===== src/hdl/ptw_pkg.sv =====
// Shared Sv39 walker widths, PTE bit positions and state types, imported by the RTL and testbench
`default_nettype none

package ptw_pkg;

    // --------------------------------------------------------------------
    // address and page number widths
    // --------------------------------------------------------------------
    localparam int PLEN          = 56;
    localparam int VLEN          = 39;
    localparam int PPNW          = 44;
    localparam int PAGE_OFFSET_W = 12;
    localparam int VPN_W         = 9;

    typedef logic [PLEN-1:0]               paddr_t;
    typedef logic [VLEN-1:0]               vaddr_t;
    typedef logic [PPNW-1:0]               ppn_t;
    typedef logic [VLEN-PAGE_OFFSET_W-1:0] vpn_t;
    typedef logic [63:0]                   pte_t;

    // --------------------------------------------------------------------
    // PTE field positions
    // --------------------------------------------------------------------
    localparam int PTE_V       = 0;
    localparam int PTE_R       = 1;
    localparam int PTE_W       = 2;
    localparam int PTE_X       = 3;
    localparam int PTE_U       = 4;
    localparam int PTE_G       = 5;
    localparam int PTE_A       = 6;
    localparam int PTE_D       = 7;
    localparam int PTE_PPN_LSB = 10;

    // upper reserved bits 63:54 and the rsw pair 9:8 must read as zero
    localparam pte_t PTE_RSV_MASK = 64'hFFC0_0000_0000_0300;

    // three Sv39 levels, 1G down to 4K
    typedef enum logic [1:0] {
        LVL1,
        LVL2,
        LVL3
    } level_e;

    typedef enum logic [2:0] {
        IDLE,
        WAIT_GRANT,
        PTE_LOOKUP,
        WAIT_RVALID,
        PROPAGATE_ERROR
    } walk_state_e;

endpackage

`default_nettype wire


===== src/hdl/ptw_ifs.sv =====
// Interfaces between the walk controller and its PTE checker and pointer generator
`timescale 1ns/1ns
`default_nettype none

// --------------------------------------------------------------------
// controller to PTE checker, purely combinational
// --------------------------------------------------------------------
interface pte_chk_if import ptw_pkg::*; ();

    pte_t   pte;
    level_e level;
    logic   is_instr;
    logic   is_store;
    logic   mxr;
    logic   is_leaf;
    logic   fault;

    modport ctrl (output pte, level, is_instr, is_store, mxr, input is_leaf, fault);
    modport check (input pte, level, is_instr, is_store, mxr, output is_leaf, fault);

endinterface

// --------------------------------------------------------------------
// controller to pointer generator
// --------------------------------------------------------------------
interface pptr_if import ptw_pkg::*; ();

    // start loads the walked address, step loads the next level pointer
    logic   start;
    vaddr_t start_vaddr;
    logic   step;
    ppn_t   next_ppn;
    level_e level;
    paddr_t pptr;
    vaddr_t vaddr;

    modport ctrl (output start, start_vaddr, step, next_ppn, level);
    modport gen (input start, start_vaddr, step, next_ppn, level, output pptr, vaddr);

endinterface

`default_nettype wire


===== src/hdl/pte_check.sv =====
// Combinational Sv39 PTE classifier, tells the walk controller pointer, leaf or fault
`timescale 1ns/1ns
`default_nettype none

module pte_check import ptw_pkg::*; (
    pte_chk_if.check chk
);

    pte_t pte;
    logic valid;
    logic leaf;
    logic rsv_set;
    logic w_no_r;
    logic perm_ok;
    logic misaligned;
    logic ptr_bad;

    assign pte = chk.pte;

    // --------------------------------------------------------------------
    // basic encoding
    // --------------------------------------------------------------------
    assign valid   = pte[PTE_V];
    assign leaf    = valid && (pte[PTE_R] || pte[PTE_X]);
    assign rsv_set = |(pte & PTE_RSV_MASK);
    // write-only pages are a reserved encoding
    assign w_no_r  = pte[PTE_W] && !pte[PTE_R];

    // --------------------------------------------------------------------
    // leaf checks
    // --------------------------------------------------------------------
    always_comb begin : leaf_perm
        if (chk.is_instr) begin
            perm_ok = pte[PTE_X] && pte[PTE_A];
        end else begin
            // MXR makes execute-only pages readable
            perm_ok = pte[PTE_A] && (pte[PTE_R] || (pte[PTE_X] && chk.mxr));
            if (chk.is_store && (!pte[PTE_W] || !pte[PTE_D])) begin
                perm_ok = 1'b0;
            end
        end
    end

    // superpage ppn must be aligned to its own size
    always_comb begin : superpage_align
        case (chk.level)
            LVL1:    misaligned = |pte[PTE_PPN_LSB +: 2*VPN_W];
            LVL2:    misaligned = |pte[PTE_PPN_LSB +: VPN_W];
            default: misaligned = 1'b0;
        endcase
    end

    // --------------------------------------------------------------------
    // pointer checks
    // --------------------------------------------------------------------
    // A, D and U are reserved on non-leaf entries, and 4K has no level below
    assign ptr_bad = pte[PTE_A] || pte[PTE_D] || pte[PTE_U] || (chk.level == LVL3);

    assign chk.is_leaf = leaf;
    assign chk.fault   = !valid || w_no_r || rsv_set ||
                         (leaf ? (!perm_ok || misaligned) : ptr_bad);

endmodule

`default_nettype wire


===== src/hdl/pptr_gen.sv =====
// Holds the virtual address under walk and forms the physical PTE address of each level
`timescale 1ns/1ns
`default_nettype none

module pptr_gen import ptw_pkg::*; (
    input  wire logic clk_i,
    input  wire logic rst_ni,
    input  wire ppn_t satp_ppn_i,
    pptr_if.gen       gen
);

    vaddr_t                 vaddr_q;
    paddr_t                 pptr_q;
    logic [VPN_W-1:0]       vpn_field;
    logic [VPN_W-1:0]       root_vpn;

    // VPN[2] of the incoming address indexes the root table
    assign root_vpn = gen.start_vaddr[VLEN-1 -: VPN_W];

    // --------------------------------------------------------------------
    // VPN field of the level being entered
    // --------------------------------------------------------------------
    always_comb begin : vpn_select
        case (gen.level)
            LVL2:    vpn_field = vaddr_q[PAGE_OFFSET_W + VPN_W +: VPN_W];
            LVL3:    vpn_field = vaddr_q[PAGE_OFFSET_W +: VPN_W];
            default: vpn_field = vaddr_q[PAGE_OFFSET_W + 2*VPN_W +: VPN_W];
        endcase
    end

    // --------------------------------------------------------------------
    // address registers
    // --------------------------------------------------------------------
    // entries are 8 bytes, so the index is shifted by three
    always_ff @(posedge clk_i or negedge rst_ni) begin : ptr_regs
        if (!rst_ni) begin
            vaddr_q <= '0;
            pptr_q  <= '0;
        end else begin
            if (gen.start) begin
                vaddr_q <= gen.start_vaddr;
                pptr_q  <= {satp_ppn_i, root_vpn, 3'b000};
            end else if (gen.step) begin
                pptr_q  <= {gen.next_ppn, vpn_field, 3'b000};
            end
        end
    end

    assign gen.pptr  = pptr_q;
    assign gen.vaddr = vaddr_q;

endmodule

`default_nettype wire


===== src/hdl/walk_ctrl.sv =====
// Sv39 walk FSM: picks a TLB miss, sequences PTE reads, handles flush and emits result pulses
`timescale 1ns/1ns
`default_nettype none

module walk_ctrl import ptw_pkg::*; #(
    parameter int ASID_WIDTH = 16
) (
    input  wire logic                  clk_i,
    input  wire logic                  rst_ni,
    input  wire logic                  flush_i,
    input  wire logic                  enable_translation_i,
    input  wire logic                  en_ld_st_translation_i,
    input  wire logic                  lsu_is_store_i,
    input  wire logic                  mxr_i,
    input  wire logic [ASID_WIDTH-1:0] asid_i,
    input  wire logic                  itlb_access_i,
    input  wire logic                  itlb_hit_i,
    input  wire vaddr_t                itlb_vaddr_i,
    input  wire logic                  dtlb_access_i,
    input  wire logic                  dtlb_hit_i,
    input  wire vaddr_t                dtlb_vaddr_i,
    input  wire logic                  mem_gnt_i,
    input  wire logic                  mem_rvalid_i,
    input  wire pte_t                  mem_rdata_i,
    output logic                       mem_req_o,
    output logic                       itlb_update_o,
    output logic                       dtlb_update_o,
    output pte_t                       update_pte_o,
    output logic                       update_is_2m_o,
    output logic                       update_is_1g_o,
    output logic [ASID_WIDTH-1:0]      update_asid_o,
    output logic                       ptw_error_o,
    output logic                       ptw_active_o,
    output logic                       walking_instr_o,
    pte_chk_if.ctrl                    chk,
    pptr_if.ctrl                       ptr
);

    walk_state_e           state_q, state_d;
    level_e                level_q, level_d;
    level_e                next_level;
    logic                  is_instr_q, is_instr_d;
    logic                  global_q, global_d;
    logic [ASID_WIDTH-1:0] asid_q, asid_d;
    logic                  rvalid_q;
    pte_t                  rdata_q;
    logic                  itlb_miss;
    logic                  dtlb_miss;

    // an instruction miss yields to any data access in the same cycle
    assign itlb_miss  = enable_translation_i && itlb_access_i && !itlb_hit_i && !dtlb_access_i;
    assign dtlb_miss  = en_ld_st_translation_i && dtlb_access_i && !dtlb_hit_i;
    assign next_level = (level_q == LVL1) ? LVL2 : LVL3;

    // helpers see the registered PTE
    assign chk.pte      = rdata_q;
    assign chk.level    = level_q;
    assign chk.is_instr = is_instr_q;
    assign chk.is_store = lsu_is_store_i;
    assign chk.mxr      = mxr_i;

    assign ptr.start_vaddr = itlb_miss ? itlb_vaddr_i : dtlb_vaddr_i;
    assign ptr.next_ppn    = rdata_q[PTE_PPN_LSB +: PPNW];
    assign ptr.level       = next_level;

    assign mem_req_o       = (state_q == WAIT_GRANT);
    assign ptw_active_o    = (state_q != IDLE);
    assign walking_instr_o = is_instr_q;

    // --------------------------------------------------------------------
    // TLB update payload, valid only with an update pulse
    // --------------------------------------------------------------------
    assign update_pte_o   = rdata_q | (pte_t'(global_q) << PTE_G);
    assign update_is_2m_o = (level_q == LVL2);
    assign update_is_1g_o = (level_q == LVL1);
    assign update_asid_o  = asid_q;

    // --------------------------------------------------------------------
    // walk FSM
    // --------------------------------------------------------------------
    always_comb begin : walk_fsm
        state_d       = state_q;
        level_d       = level_q;
        is_instr_d    = is_instr_q;
        global_d      = global_q;
        asid_d        = asid_q;
        ptr.start     = 1'b0;
        ptr.step      = 1'b0;
        itlb_update_o = 1'b0;
        dtlb_update_o = 1'b0;
        ptw_error_o   = 1'b0;

        case (state_q)
            IDLE: begin
                level_d    = LVL1;
                global_d   = 1'b0;
                is_instr_d = 1'b0;
                if (itlb_miss || dtlb_miss) begin
                    is_instr_d = itlb_miss;
                    asid_d     = asid_i;
                    ptr.start  = !flush_i;
                    state_d    = WAIT_GRANT;
                end
            end
            WAIT_GRANT: begin
                if (mem_gnt_i) begin
                    state_d = PTE_LOOKUP;
                end
            end
            PTE_LOOKUP: begin
                if (rvalid_q) begin
                    // global on any level makes the whole mapping global
                    if (rdata_q[PTE_G]) begin
                        global_d = 1'b1;
                    end
                    if (chk.fault) begin
                        state_d = PROPAGATE_ERROR;
                    end else if (chk.is_leaf) begin
                        state_d       = IDLE;
                        itlb_update_o = is_instr_q && !flush_i;
                        dtlb_update_o = !is_instr_q && !flush_i;
                    end else begin
                        state_d  = WAIT_GRANT;
                        level_d  = next_level;
                        ptr.step = !flush_i;
                    end
                end
            end
            PROPAGATE_ERROR: begin
                state_d     = IDLE;
                ptw_error_o = !flush_i;
            end
            WAIT_RVALID: begin
                if (rvalid_q) begin
                    state_d = IDLE;
                end
            end
            default: begin
                state_d = IDLE;
            end
        endcase

        // a granted read still returns data, drain it before going idle
        if (flush_i) begin
            if ((state_q == PTE_LOOKUP && !rvalid_q) || (state_q == WAIT_GRANT && mem_gnt_i)) begin
                state_d = WAIT_RVALID;
            end else begin
                state_d = IDLE;
            end
        end
    end

    always_ff @(posedge clk_i or negedge rst_ni) begin : ctrl_regs
        if (!rst_ni) begin
            state_q    <= IDLE;
            level_q    <= LVL1;
            is_instr_q <= 1'b0;
            global_q   <= 1'b0;
            rvalid_q   <= 1'b0;
        end else begin
            state_q    <= state_d;
            level_q    <= level_d;
            is_instr_q <= is_instr_d;
            global_q   <= global_d;
            rvalid_q   <= mem_rvalid_i;
        end
    end

    always_ff @(posedge clk_i) begin : data_regs
        asid_q  <= asid_d;
        rdata_q <= mem_rdata_i;
    end

endmodule

`default_nettype wire


===== src/hdl/sv39_ptw.sv =====
// Sv39 page-table walker top, connects controller, checker and pointer generator to plain ports
`timescale 1ns/1ns
`default_nettype none

module sv39_ptw import ptw_pkg::*; #(
    parameter int ASID_WIDTH = 16
) (
    input  wire logic                  clk_i,
    input  wire logic                  rst_ni,
    input  wire logic                  flush_i,
    input  wire logic                  enable_translation_i,
    input  wire logic                  en_ld_st_translation_i,
    input  wire logic                  lsu_is_store_i,
    input  wire logic                  mxr_i,
    input  wire ppn_t                  satp_ppn_i,
    input  wire logic [ASID_WIDTH-1:0] asid_i,
    // TLB miss requests
    input  wire logic                  itlb_access_i,
    input  wire logic                  itlb_hit_i,
    input  wire vaddr_t                itlb_vaddr_i,
    input  wire logic                  dtlb_access_i,
    input  wire logic                  dtlb_hit_i,
    input  wire vaddr_t                dtlb_vaddr_i,
    // PTE read port
    output logic                       mem_req_o,
    output paddr_t                     mem_addr_o,
    input  wire logic                  mem_gnt_i,
    input  wire logic                  mem_rvalid_i,
    input  wire pte_t                  mem_rdata_i,
    // TLB update
    output logic                       itlb_update_o,
    output logic                       dtlb_update_o,
    output vpn_t                       update_vpn_o,
    output pte_t                       update_pte_o,
    output logic                       update_is_2m_o,
    output logic                       update_is_1g_o,
    output logic [ASID_WIDTH-1:0]      update_asid_o,
    // status
    output logic                       ptw_error_o,
    output logic                       ptw_active_o,
    output logic                       walking_instr_o
);

    pte_chk_if chk_bus ();
    pptr_if    ptr_bus ();

    assign mem_addr_o   = ptr_bus.pptr;
    assign update_vpn_o = ptr_bus.vaddr[VLEN-1:PAGE_OFFSET_W];

    walk_ctrl #(
        .ASID_WIDTH (ASID_WIDTH)
    ) walk_ctrl_inst (
        .clk_i                  (clk_i),
        .rst_ni                 (rst_ni),
        .flush_i                (flush_i),
        .enable_translation_i   (enable_translation_i),
        .en_ld_st_translation_i (en_ld_st_translation_i),
        .lsu_is_store_i         (lsu_is_store_i),
        .mxr_i                  (mxr_i),
        .asid_i                 (asid_i),
        .itlb_access_i          (itlb_access_i),
        .itlb_hit_i             (itlb_hit_i),
        .itlb_vaddr_i           (itlb_vaddr_i),
        .dtlb_access_i          (dtlb_access_i),
        .dtlb_hit_i             (dtlb_hit_i),
        .dtlb_vaddr_i           (dtlb_vaddr_i),
        .mem_gnt_i              (mem_gnt_i),
        .mem_rvalid_i           (mem_rvalid_i),
        .mem_rdata_i            (mem_rdata_i),
        .mem_req_o              (mem_req_o),
        .itlb_update_o          (itlb_update_o),
        .dtlb_update_o          (dtlb_update_o),
        .update_pte_o           (update_pte_o),
        .update_is_2m_o         (update_is_2m_o),
        .update_is_1g_o         (update_is_1g_o),
        .update_asid_o          (update_asid_o),
        .ptw_error_o            (ptw_error_o),
        .ptw_active_o           (ptw_active_o),
        .walking_instr_o        (walking_instr_o),
        .chk                    (chk_bus.ctrl),
        .ptr                    (ptr_bus.ctrl)
    );

    pte_check pte_check_inst (
        .chk (chk_bus.check)
    );

    pptr_gen pptr_gen_inst (
        .clk_i      (clk_i),
        .rst_ni     (rst_ni),
        .satp_ppn_i (satp_ppn_i),
        .gen        (ptr_bus.gen)
    );

endmodule

`default_nettype wire


===== config.mk =====
export PLATFORM = sky130hd
export DESIGN_NAME = sv39_ptw
export DESIGN_NICKNAME = d
export VERILOG_FILES = /design/src/hdl/ptw_pkg.sv /design/src/hdl/ptw_ifs.sv /design/src/hdl/pte_check.sv /design/src/hdl/pptr_gen.sv /design/src/hdl/walk_ctrl.sv /design/src/hdl/sv39_ptw.sv
export SDC_FILE = /design/constraint.sdc
export NUM_CORES = 1
export LEC_CHECK = 0
export BUFFER_PORTS_ARGS = -buffer_cell sky130_fd_sc_hd__buf_2
export CORE_AREA = 2 2 152 154
export DETAILED_ROUTE_END_ITERATION = 16
export DIE_AREA = 0 0 154 156
export PLACE_DENSITY = 0.62
export SYNTH_ARGS = -nofsm -noshare
export SYNTH_HDL_FRONTEND = slang
export SYNTH_SLANG_ARGS = --single-unit

===== constraint.sdc =====
create_clock -name clk_i -period 2.41 [get_ports clk_i]
set_clock_uncertainty 0.1 [all_clocks]
set_input_delay 0.241 -clock clk_i [delete_from_list [all_inputs] [get_ports clk_i]]
set_output_delay 0.241 -clock clk_i [all_outputs]
set_load 0.01 [all_outputs]

==> results.toml, run 1 <==
[drt]
wl_per_cell_um = 16.8
via_per_inst = 4.77
dr.pass1.iters = 4
drt_first_iter_violations = 352
detail-route-antenna-nets = 0
drc = 0
routed_wl_mm = 23.5
via_count = 6651

[yosys]
yosys_warnings = 0
seq_area_frac_synth_pct = 57.1
synth_edf_count = 16
synthCells = 657
yosys.area.top_type = "dfrtp_1"
ys.flop_type = "dfrtp_1"
synthTopCellsByArea = "dfrtp_1 (32%), dfxtp_1 (18%), buf_4 (7.1%)"
yosysUniqueCellTypes = 44
synth_top_area_share_pct = 31.7
ys_seq_elements = 168
syn_avg_cell_area_um2 = 10.6
async_reset_ff_share_pct = 52.4
syn_area_mm2 = 0.00694

[die]
row_count = 55
fp.dieW_um = 154
die_h_um = 156
ios = 386
start_util_pct = 31.0
core-area_mm2 = 0.0224
die-area_mm2 = 0.0240

[cts]
cts_buffer_depth = 2
cts_made_buffers = 17
clock_sinks = 168
htreeDepth = 4
clock_latency_ns = 0.42
cts.clk_slew.worst_paths_ns = 0.07
root_buffer = "clkbuf_16"
cts_tree = "yes"

[sta]
setup_viol = 6
hold_viol = 0
holdWs_ns = 0.0193
rsz0062_at_grt = "true"
tightest_slew_ns = 0.545
fin_ws_ns = -0.112
max_slew_margin_pct = 63.6
final.min_clock_period_ns = 2.52
fmax_mhz = 397
fin_crit_sh_pct = 105
final-max-slew-violation-count = 0

[setup_path]
required_ns = 2.07
reg2reg_from = "walk_ctrl_inst.chk.pte[61]"
cp-endpoint = "itlb_update_o"
worstSetupStartpointType = "flip-flop"
r2r_slack_ns = -0.03
worstPathMaxFanout = 2
cp_data_arrival_time_ns = 2.18
reg2reg_to = "pptr_gen_inst.gen.pptr[8]"
worstSetupPathType = "reg -> out"
end_kind = "primary output"
worstSetupStartpoint = "walk_ctrl_inst.chk.pte[60]"
reg2reg_depth = 6

[grt]
grt_max_degree = 98
gr-total-overflow = 0
grt_pass1_vias = 6851
globalRouteMet3Util_pct = 4.97
grt_pass1_wl_mm = 36.2
grtUsageTotal_pct = 19.2
busiest_layer = "met2"
grt.met2_usage_pct = 34.7
antenna_found_initial = 0
gr-usage-met1_pct = 22.1

[pwr]
power_uw = 9810
powerDensity_mw_per_mm2 = 906
p_leak_uw = 0.00515
vdd_drop_max_uv = 422

[cells_and_area]
layout.nets = 1312
drive_above_1_share_pct = 40.3
layout_commonest_cell = "buf_2"
layout_common_cells = "buf_2 (357), dlygate4sd3_1 (149), dfrtp_1 (88)"
n_antenna_cell = 0
final_area_mm2 = 0.0108
synthToLayoutAreaGrowth_pct = 56.1

[min_path]
hold_class = "in -> reg"

[place]
place_area_mm2 = 0.00868
place_hpwl_mm = 16.5
io_buffers = 358
gp_congestion = 0.769

[outcome]
failed_checks = "setup timing"
outcome = "finished with violations"

[flow_run]
cap_violations = 0
[timing repair]
| item | CTS | global route |
|---|---|---|
| hold endpoints to repair | 173 | 0 |
| hold buffers | 149 | 0 |
| setup endpoints to repair | 38 | 56 |
| setup buffers | 2 | 0 |
| resized for setup | 11 | 4 |
| pin swaps | 2 | 0 |
[routing by layer]
| layer | vias to the layer above | wire, um |
|---|---|---|
| met5 | - | 0 |
| met2 | 273 | 12000 |
| met4 | 0 | 527 |
| met1 | 3161 | 9350 |
| met3 | 32 | 1610 |
| li1 | 3185 | - |
[power by group]
part           switching [uW]  internal [uW]  total [uW]  leakage [uW]
Clock                    1250           1430        2680      0.000286
Combinational            1540           1410        2950       0.00307
Sequential                537           3640        4180       0.00180
Total                    3330           6470        9810       0.00515
[critical path: stages, from the launching register on]
cell and delay (ns):
dfxtp_2 0.32, buf_6 0.10, or3_1 0.35, or4_4 0.44, nor3_4 0.14, nand4_1 0.14
nor2_1 0.12, buf_2 0.14
[synthesized netlist by cell type (5+ instances only)]
cell type	number
dfrtp_1	88
nand2_1	69
buf_4	66
dfxtp_1	64
nand3_1	48
nand4_1	45
o211ai_1	44
clkbuf_1	38
mux2i_1	37
nor2_1	25
edfxtp_1	16
nor4_1	14
o21ai_0	14
nor3_1	11
buf_2	10
a21o_1	9
o21ai_1	8
a311o_2	6
or3_1	5
[sequential cells by signal, summed over array words and instances (netlist names)]
register and flops:
walk_ctrl_inst.global_q 1, walk_ctrl_inst.state_q 3, walk_ctrl_inst.chk.is_instr 1, pptr_gen_inst.gen.pptr 53, walk_ctrl_inst.chk.level 2, walk_ctrl_inst.rvalid_q 1
walk_ctrl_inst.chk.pte 64, pptr_gen_inst.gen.vaddr 27, walk_ctrl_inst.update_asid_o 16
[cell families (layout without fill, tap and decap cells)]
group / count (synthesis) / in the layout / share of synthesized area [%]
AOI/OAI and AO/OA: 95 / 95 / 9.90
buffers and inverters: 121 / 572 / 10.5
DFF: 168 / 168 / 57.1
muxes: 37 / 37 / 5.34
other: 1 / 3 / 0.0541
and+or+nand+nor: 235 / 235 / 17.0
[how the worst min path moves through the flow]
stage / depth (start not counted) / end / from
2_1_floorplan: 0 / pptr_gen_inst.gen.pptr[10] / rst_ni
3_3_place_gp: 1 / pptr_gen_inst.gen.pptr[39] / rst_ni
3_5_place_dp: 1 / pptr_gen_inst.gen.pptr[39] / rst_ni
4_1_cts: 3 / pptr_gen_inst.gen.vaddr[23] / dtlb_vaddr_i[23]
5_1_grt: 3 / pptr_gen_inst.gen.vaddr[13] / dtlb_vaddr_i[13]
6_report: 3 / pptr_gen_inst.gen.vaddr[13] / dtlb_vaddr_i[13]
[metrics by stage]
stage	cells	utilization, %	TNS [ns]	worst slack (ns)
floorplan	659	-	0	0.124
finish	1395	48.4	-0.255	-0.112
global route	1395	48.4	-4.05	-0.245
detailed placement	1212	38.8	-1.19	-0.0850
CTS	1395	48.3	-0.474	-0.151
global placement	1212	38.8	-0.640	-0.0484
[area by class of cell]
class	instances	area [um^2]
clock inverter	14	123
timing repair buffer	537	3570
fill	2016	11500
inverter	3	11.3
tap	285	357
multi-input combinational	370	2350
sequential	168	3970
clock buffer	18	450
Note: power is estimated with default switching activity, not from simulation.
==> run 2: changes to the inputs <==
PLACE_DENSITY = 0.65   (was 0.62)
SETUP_SLACK_MARGIN = 0.1   (was not set)
clock period = 2.1 ns   (was 2.41 ns; I/O delays follow)
==> run 2 against run 1 <==
  * The run still ends with setup timing left
  * Critical path depth stayed put
  * Combinational power is 25% higher
  * Sequential share of layout area is 1.7 points lower
  * Sequential power is 13% higher
  * Count of clock-buffer cells in the layout is 4 higher
  * Final cell count is 2.0% higher
  * Global-route usage is 1.1 points higher
  * Non-clock buffer count is 27 higher
  * Highest routed layer unchanged
==> results.toml, run 2 (synthesis gave the netlist of run 1 again) <==
[drt]
wl_met2_mm = 13.5
drt_first_iter_violations = 404
wl_per_cell_um = 18.2
highest_layer = "met4"
detail-route-antenna-nets = 0
drc = 0
via_count = 6970
via_per_inst = 4.90
dr.pass1.iters = 5
routed_wl_mm = 25.9
wl_met3_mm = 1.57
wirelength_met1_mm = 10.1

[sta]
fin_crit_sh_pct = 122
fin_ws_ns = -0.465
max_slew_margin_pct = 65.9
hold_viol = 0
holdWs_ns = 0.0409
fin_setup_tns_ns = -9.10
final.min_clock_period_ns = 2.56
final-max-slew-violation-count = 0
setup_viol = 57
rsz0062_at_grt = "true"
fmax_mhz = 390
tightest_slew_ns = 0.511

[pwr]
internal_power_uw = 7810
power_uw = 11600
p_clk_share_pct = 27.5
swShare_pct = 32.7
comb_power_share_pct = 31.7
powerDensity_mw_per_mm2 = 1020
power.share.sequential_pct = 40.8
switchingPower_uw = 3800
p_leak_uw = 0.00539
vdd_drop_max_uv = 399

[cts]
cts.clk_slew.worst_paths_ns = 0.06
clock_latency_ns = 0.42
root_buffer = "clkbuf_16"
htreeDepth = 4
cts_buffer_depth = 2
cts_made_buffers = 17
clock_sinks = 168
cts_tree = "yes"

[cells_and_area]
layout.nets = 1339
drive_above_1_share_pct = 41.9
layout_commonest_cell = "buf_2"
finalNonFillerCells = 1423
layout_common_cells = "buf_2 (357), dlygate4sd3_1 (159), dfrtp_1 (87)"
synthToLayoutAreaGrowth_pct = 63.8
multiInputGateArea_mm2 = 0.00246
fillers = 2017
largest_reg_flops = 64
seq_area_mm2 = 0.00397

[grt]
grt_pass1_wl_mm = 38.0
antenna_found_initial = 0
gr-total-overflow = 0
grtUsageTotal_pct = 20.4
grt_max_degree = 89
grt_pass1_vias = 7050

[die]
ios = 386
fp.dieW_um = 154
core-area_mm2 = 0.0224
die-area_mm2 = 0.0240
die_h_um = 156
row_count = 55
start_util_pct = 31.0

[min_path]
min_delay_path_depth = 3
hold_class = "in -> reg"

[setup_path]
path_cells = "buf_6, or3_1, or4_4, nor3_4, nand4_1, nor2_1, buf_2"
reg2reg_depth = 6
end_kind = "primary output"
required_ns = 1.79
worstSetupPathType = "reg -> out"
max_stage_delay_ns = 0.45
worstPathMaxFanout = 2
critical_path.slowest_cell = "or4_4"
cp_data_arrival_time_ns = 2.25
worstSetupStartpointType = "flip-flop"
r2r_slack_ns = -0.21

[place]
post-place-ws_ns = -0.370
dp.cells = 1224
place_hpwl_mm = 16.6
io_buffers = 358
gp_congestion = 0.815

[outcome]
outcome = "finished with violations"
failed_checks = "setup timing"

[flow_run]
cap_violations = 0
-- run 2: cell count changes in the layout (fill, tap and decap cells not counted), sizes merged --
cell | before | now
diode | 0 | 1
bufinv | 0 | 2
clkinv | 2 | 6
inv | 14 | 4
buf | 388 | 403
dlygate4sd3 | 149 | 159
clkbuf | 18 | 24
-- run 2: power by group through the flow --
stage / logic (uW) / clock network (uW) / registers [uW]
3_3_place_gp: 3280 / 0 / 4760
4_1_cts: 3610 / 3300 / 4730
5_1_grt: 3990 / 3420 / 4840
6_report: 3680 / 3190 / 4740
2_1_floorplan: 1360 / 0 / 5110
3_5_place_dp: 3350 / 0 / 4790
-- run 2: timing repair --
action	in CTS	in global routing
endpoints found under the setup margin	57	64
buffers inserted	0	4
hold endpoints to repair	230	0
pin swaps	5	10
hold buffers	159	0
resized for setup	16	18
cloned	0	3
-- run 2: worst max-delay path, delay by kind of cell (launching register included) --
family | cells | cell delay [ns]
buffers and inverters | 2 | 0.25
flip-flops | 1 | 0.32
AND/OR/NAND/NOR | 5 | 1.26
-- run 2: cell type report --
cell class	count	share of cell area, %
clock inverters	10	1.02
flip-flops and latches	168	34.9
repair buffers	564	34.9
well taps	285	3.14
multi-input cells	370	21.6
inverters	3	0.0991
clock buffers	22	4.27
diodes	1	0.0220
-- run 2: final timing paths --
| path | from | to |
|---|---|---|
| worst max-delay path | walk_ctrl_inst.chk.pte[60] | itlb_update_o |
| min in group asynchronous | rst_ni | pptr_gen_inst.gen.pptr[44] |
| worst min register to register | pptr_gen_inst.gen.vaddr[38] | pptr_gen_inst.gen.vaddr[38] |
| worst max register to register | walk_ctrl_inst.chk.pte[61] | pptr_gen_inst.gen.pptr[16] |
| worst min-delay path | dtlb_vaddr_i[25] | pptr_gen_inst.gen.vaddr[25] |
| max in group asynchronous | rst_ni | walk_ctrl_inst.state_q[2] |
-- run 2: per-stage QoR --
step	util, %	area, um^2
after floorplan	-	7030
after global placement	39.9	8920
after detailed placement	39.9	8920
after CTS	50.0	11200
after global routing	50.8	11400
final	50.8	11400
-- run 2: routing by layer --
| layer | track usage [%] | vias up |
|---|---|---|
| li1 | - | 3242 |
| met1 | 23.1 | 3341 |
| met2 | 36.8 | 326 |
| met3 | 4.89 | 61 |
| met4 | 8.32 | 0 |
| met5 | 0 | - |
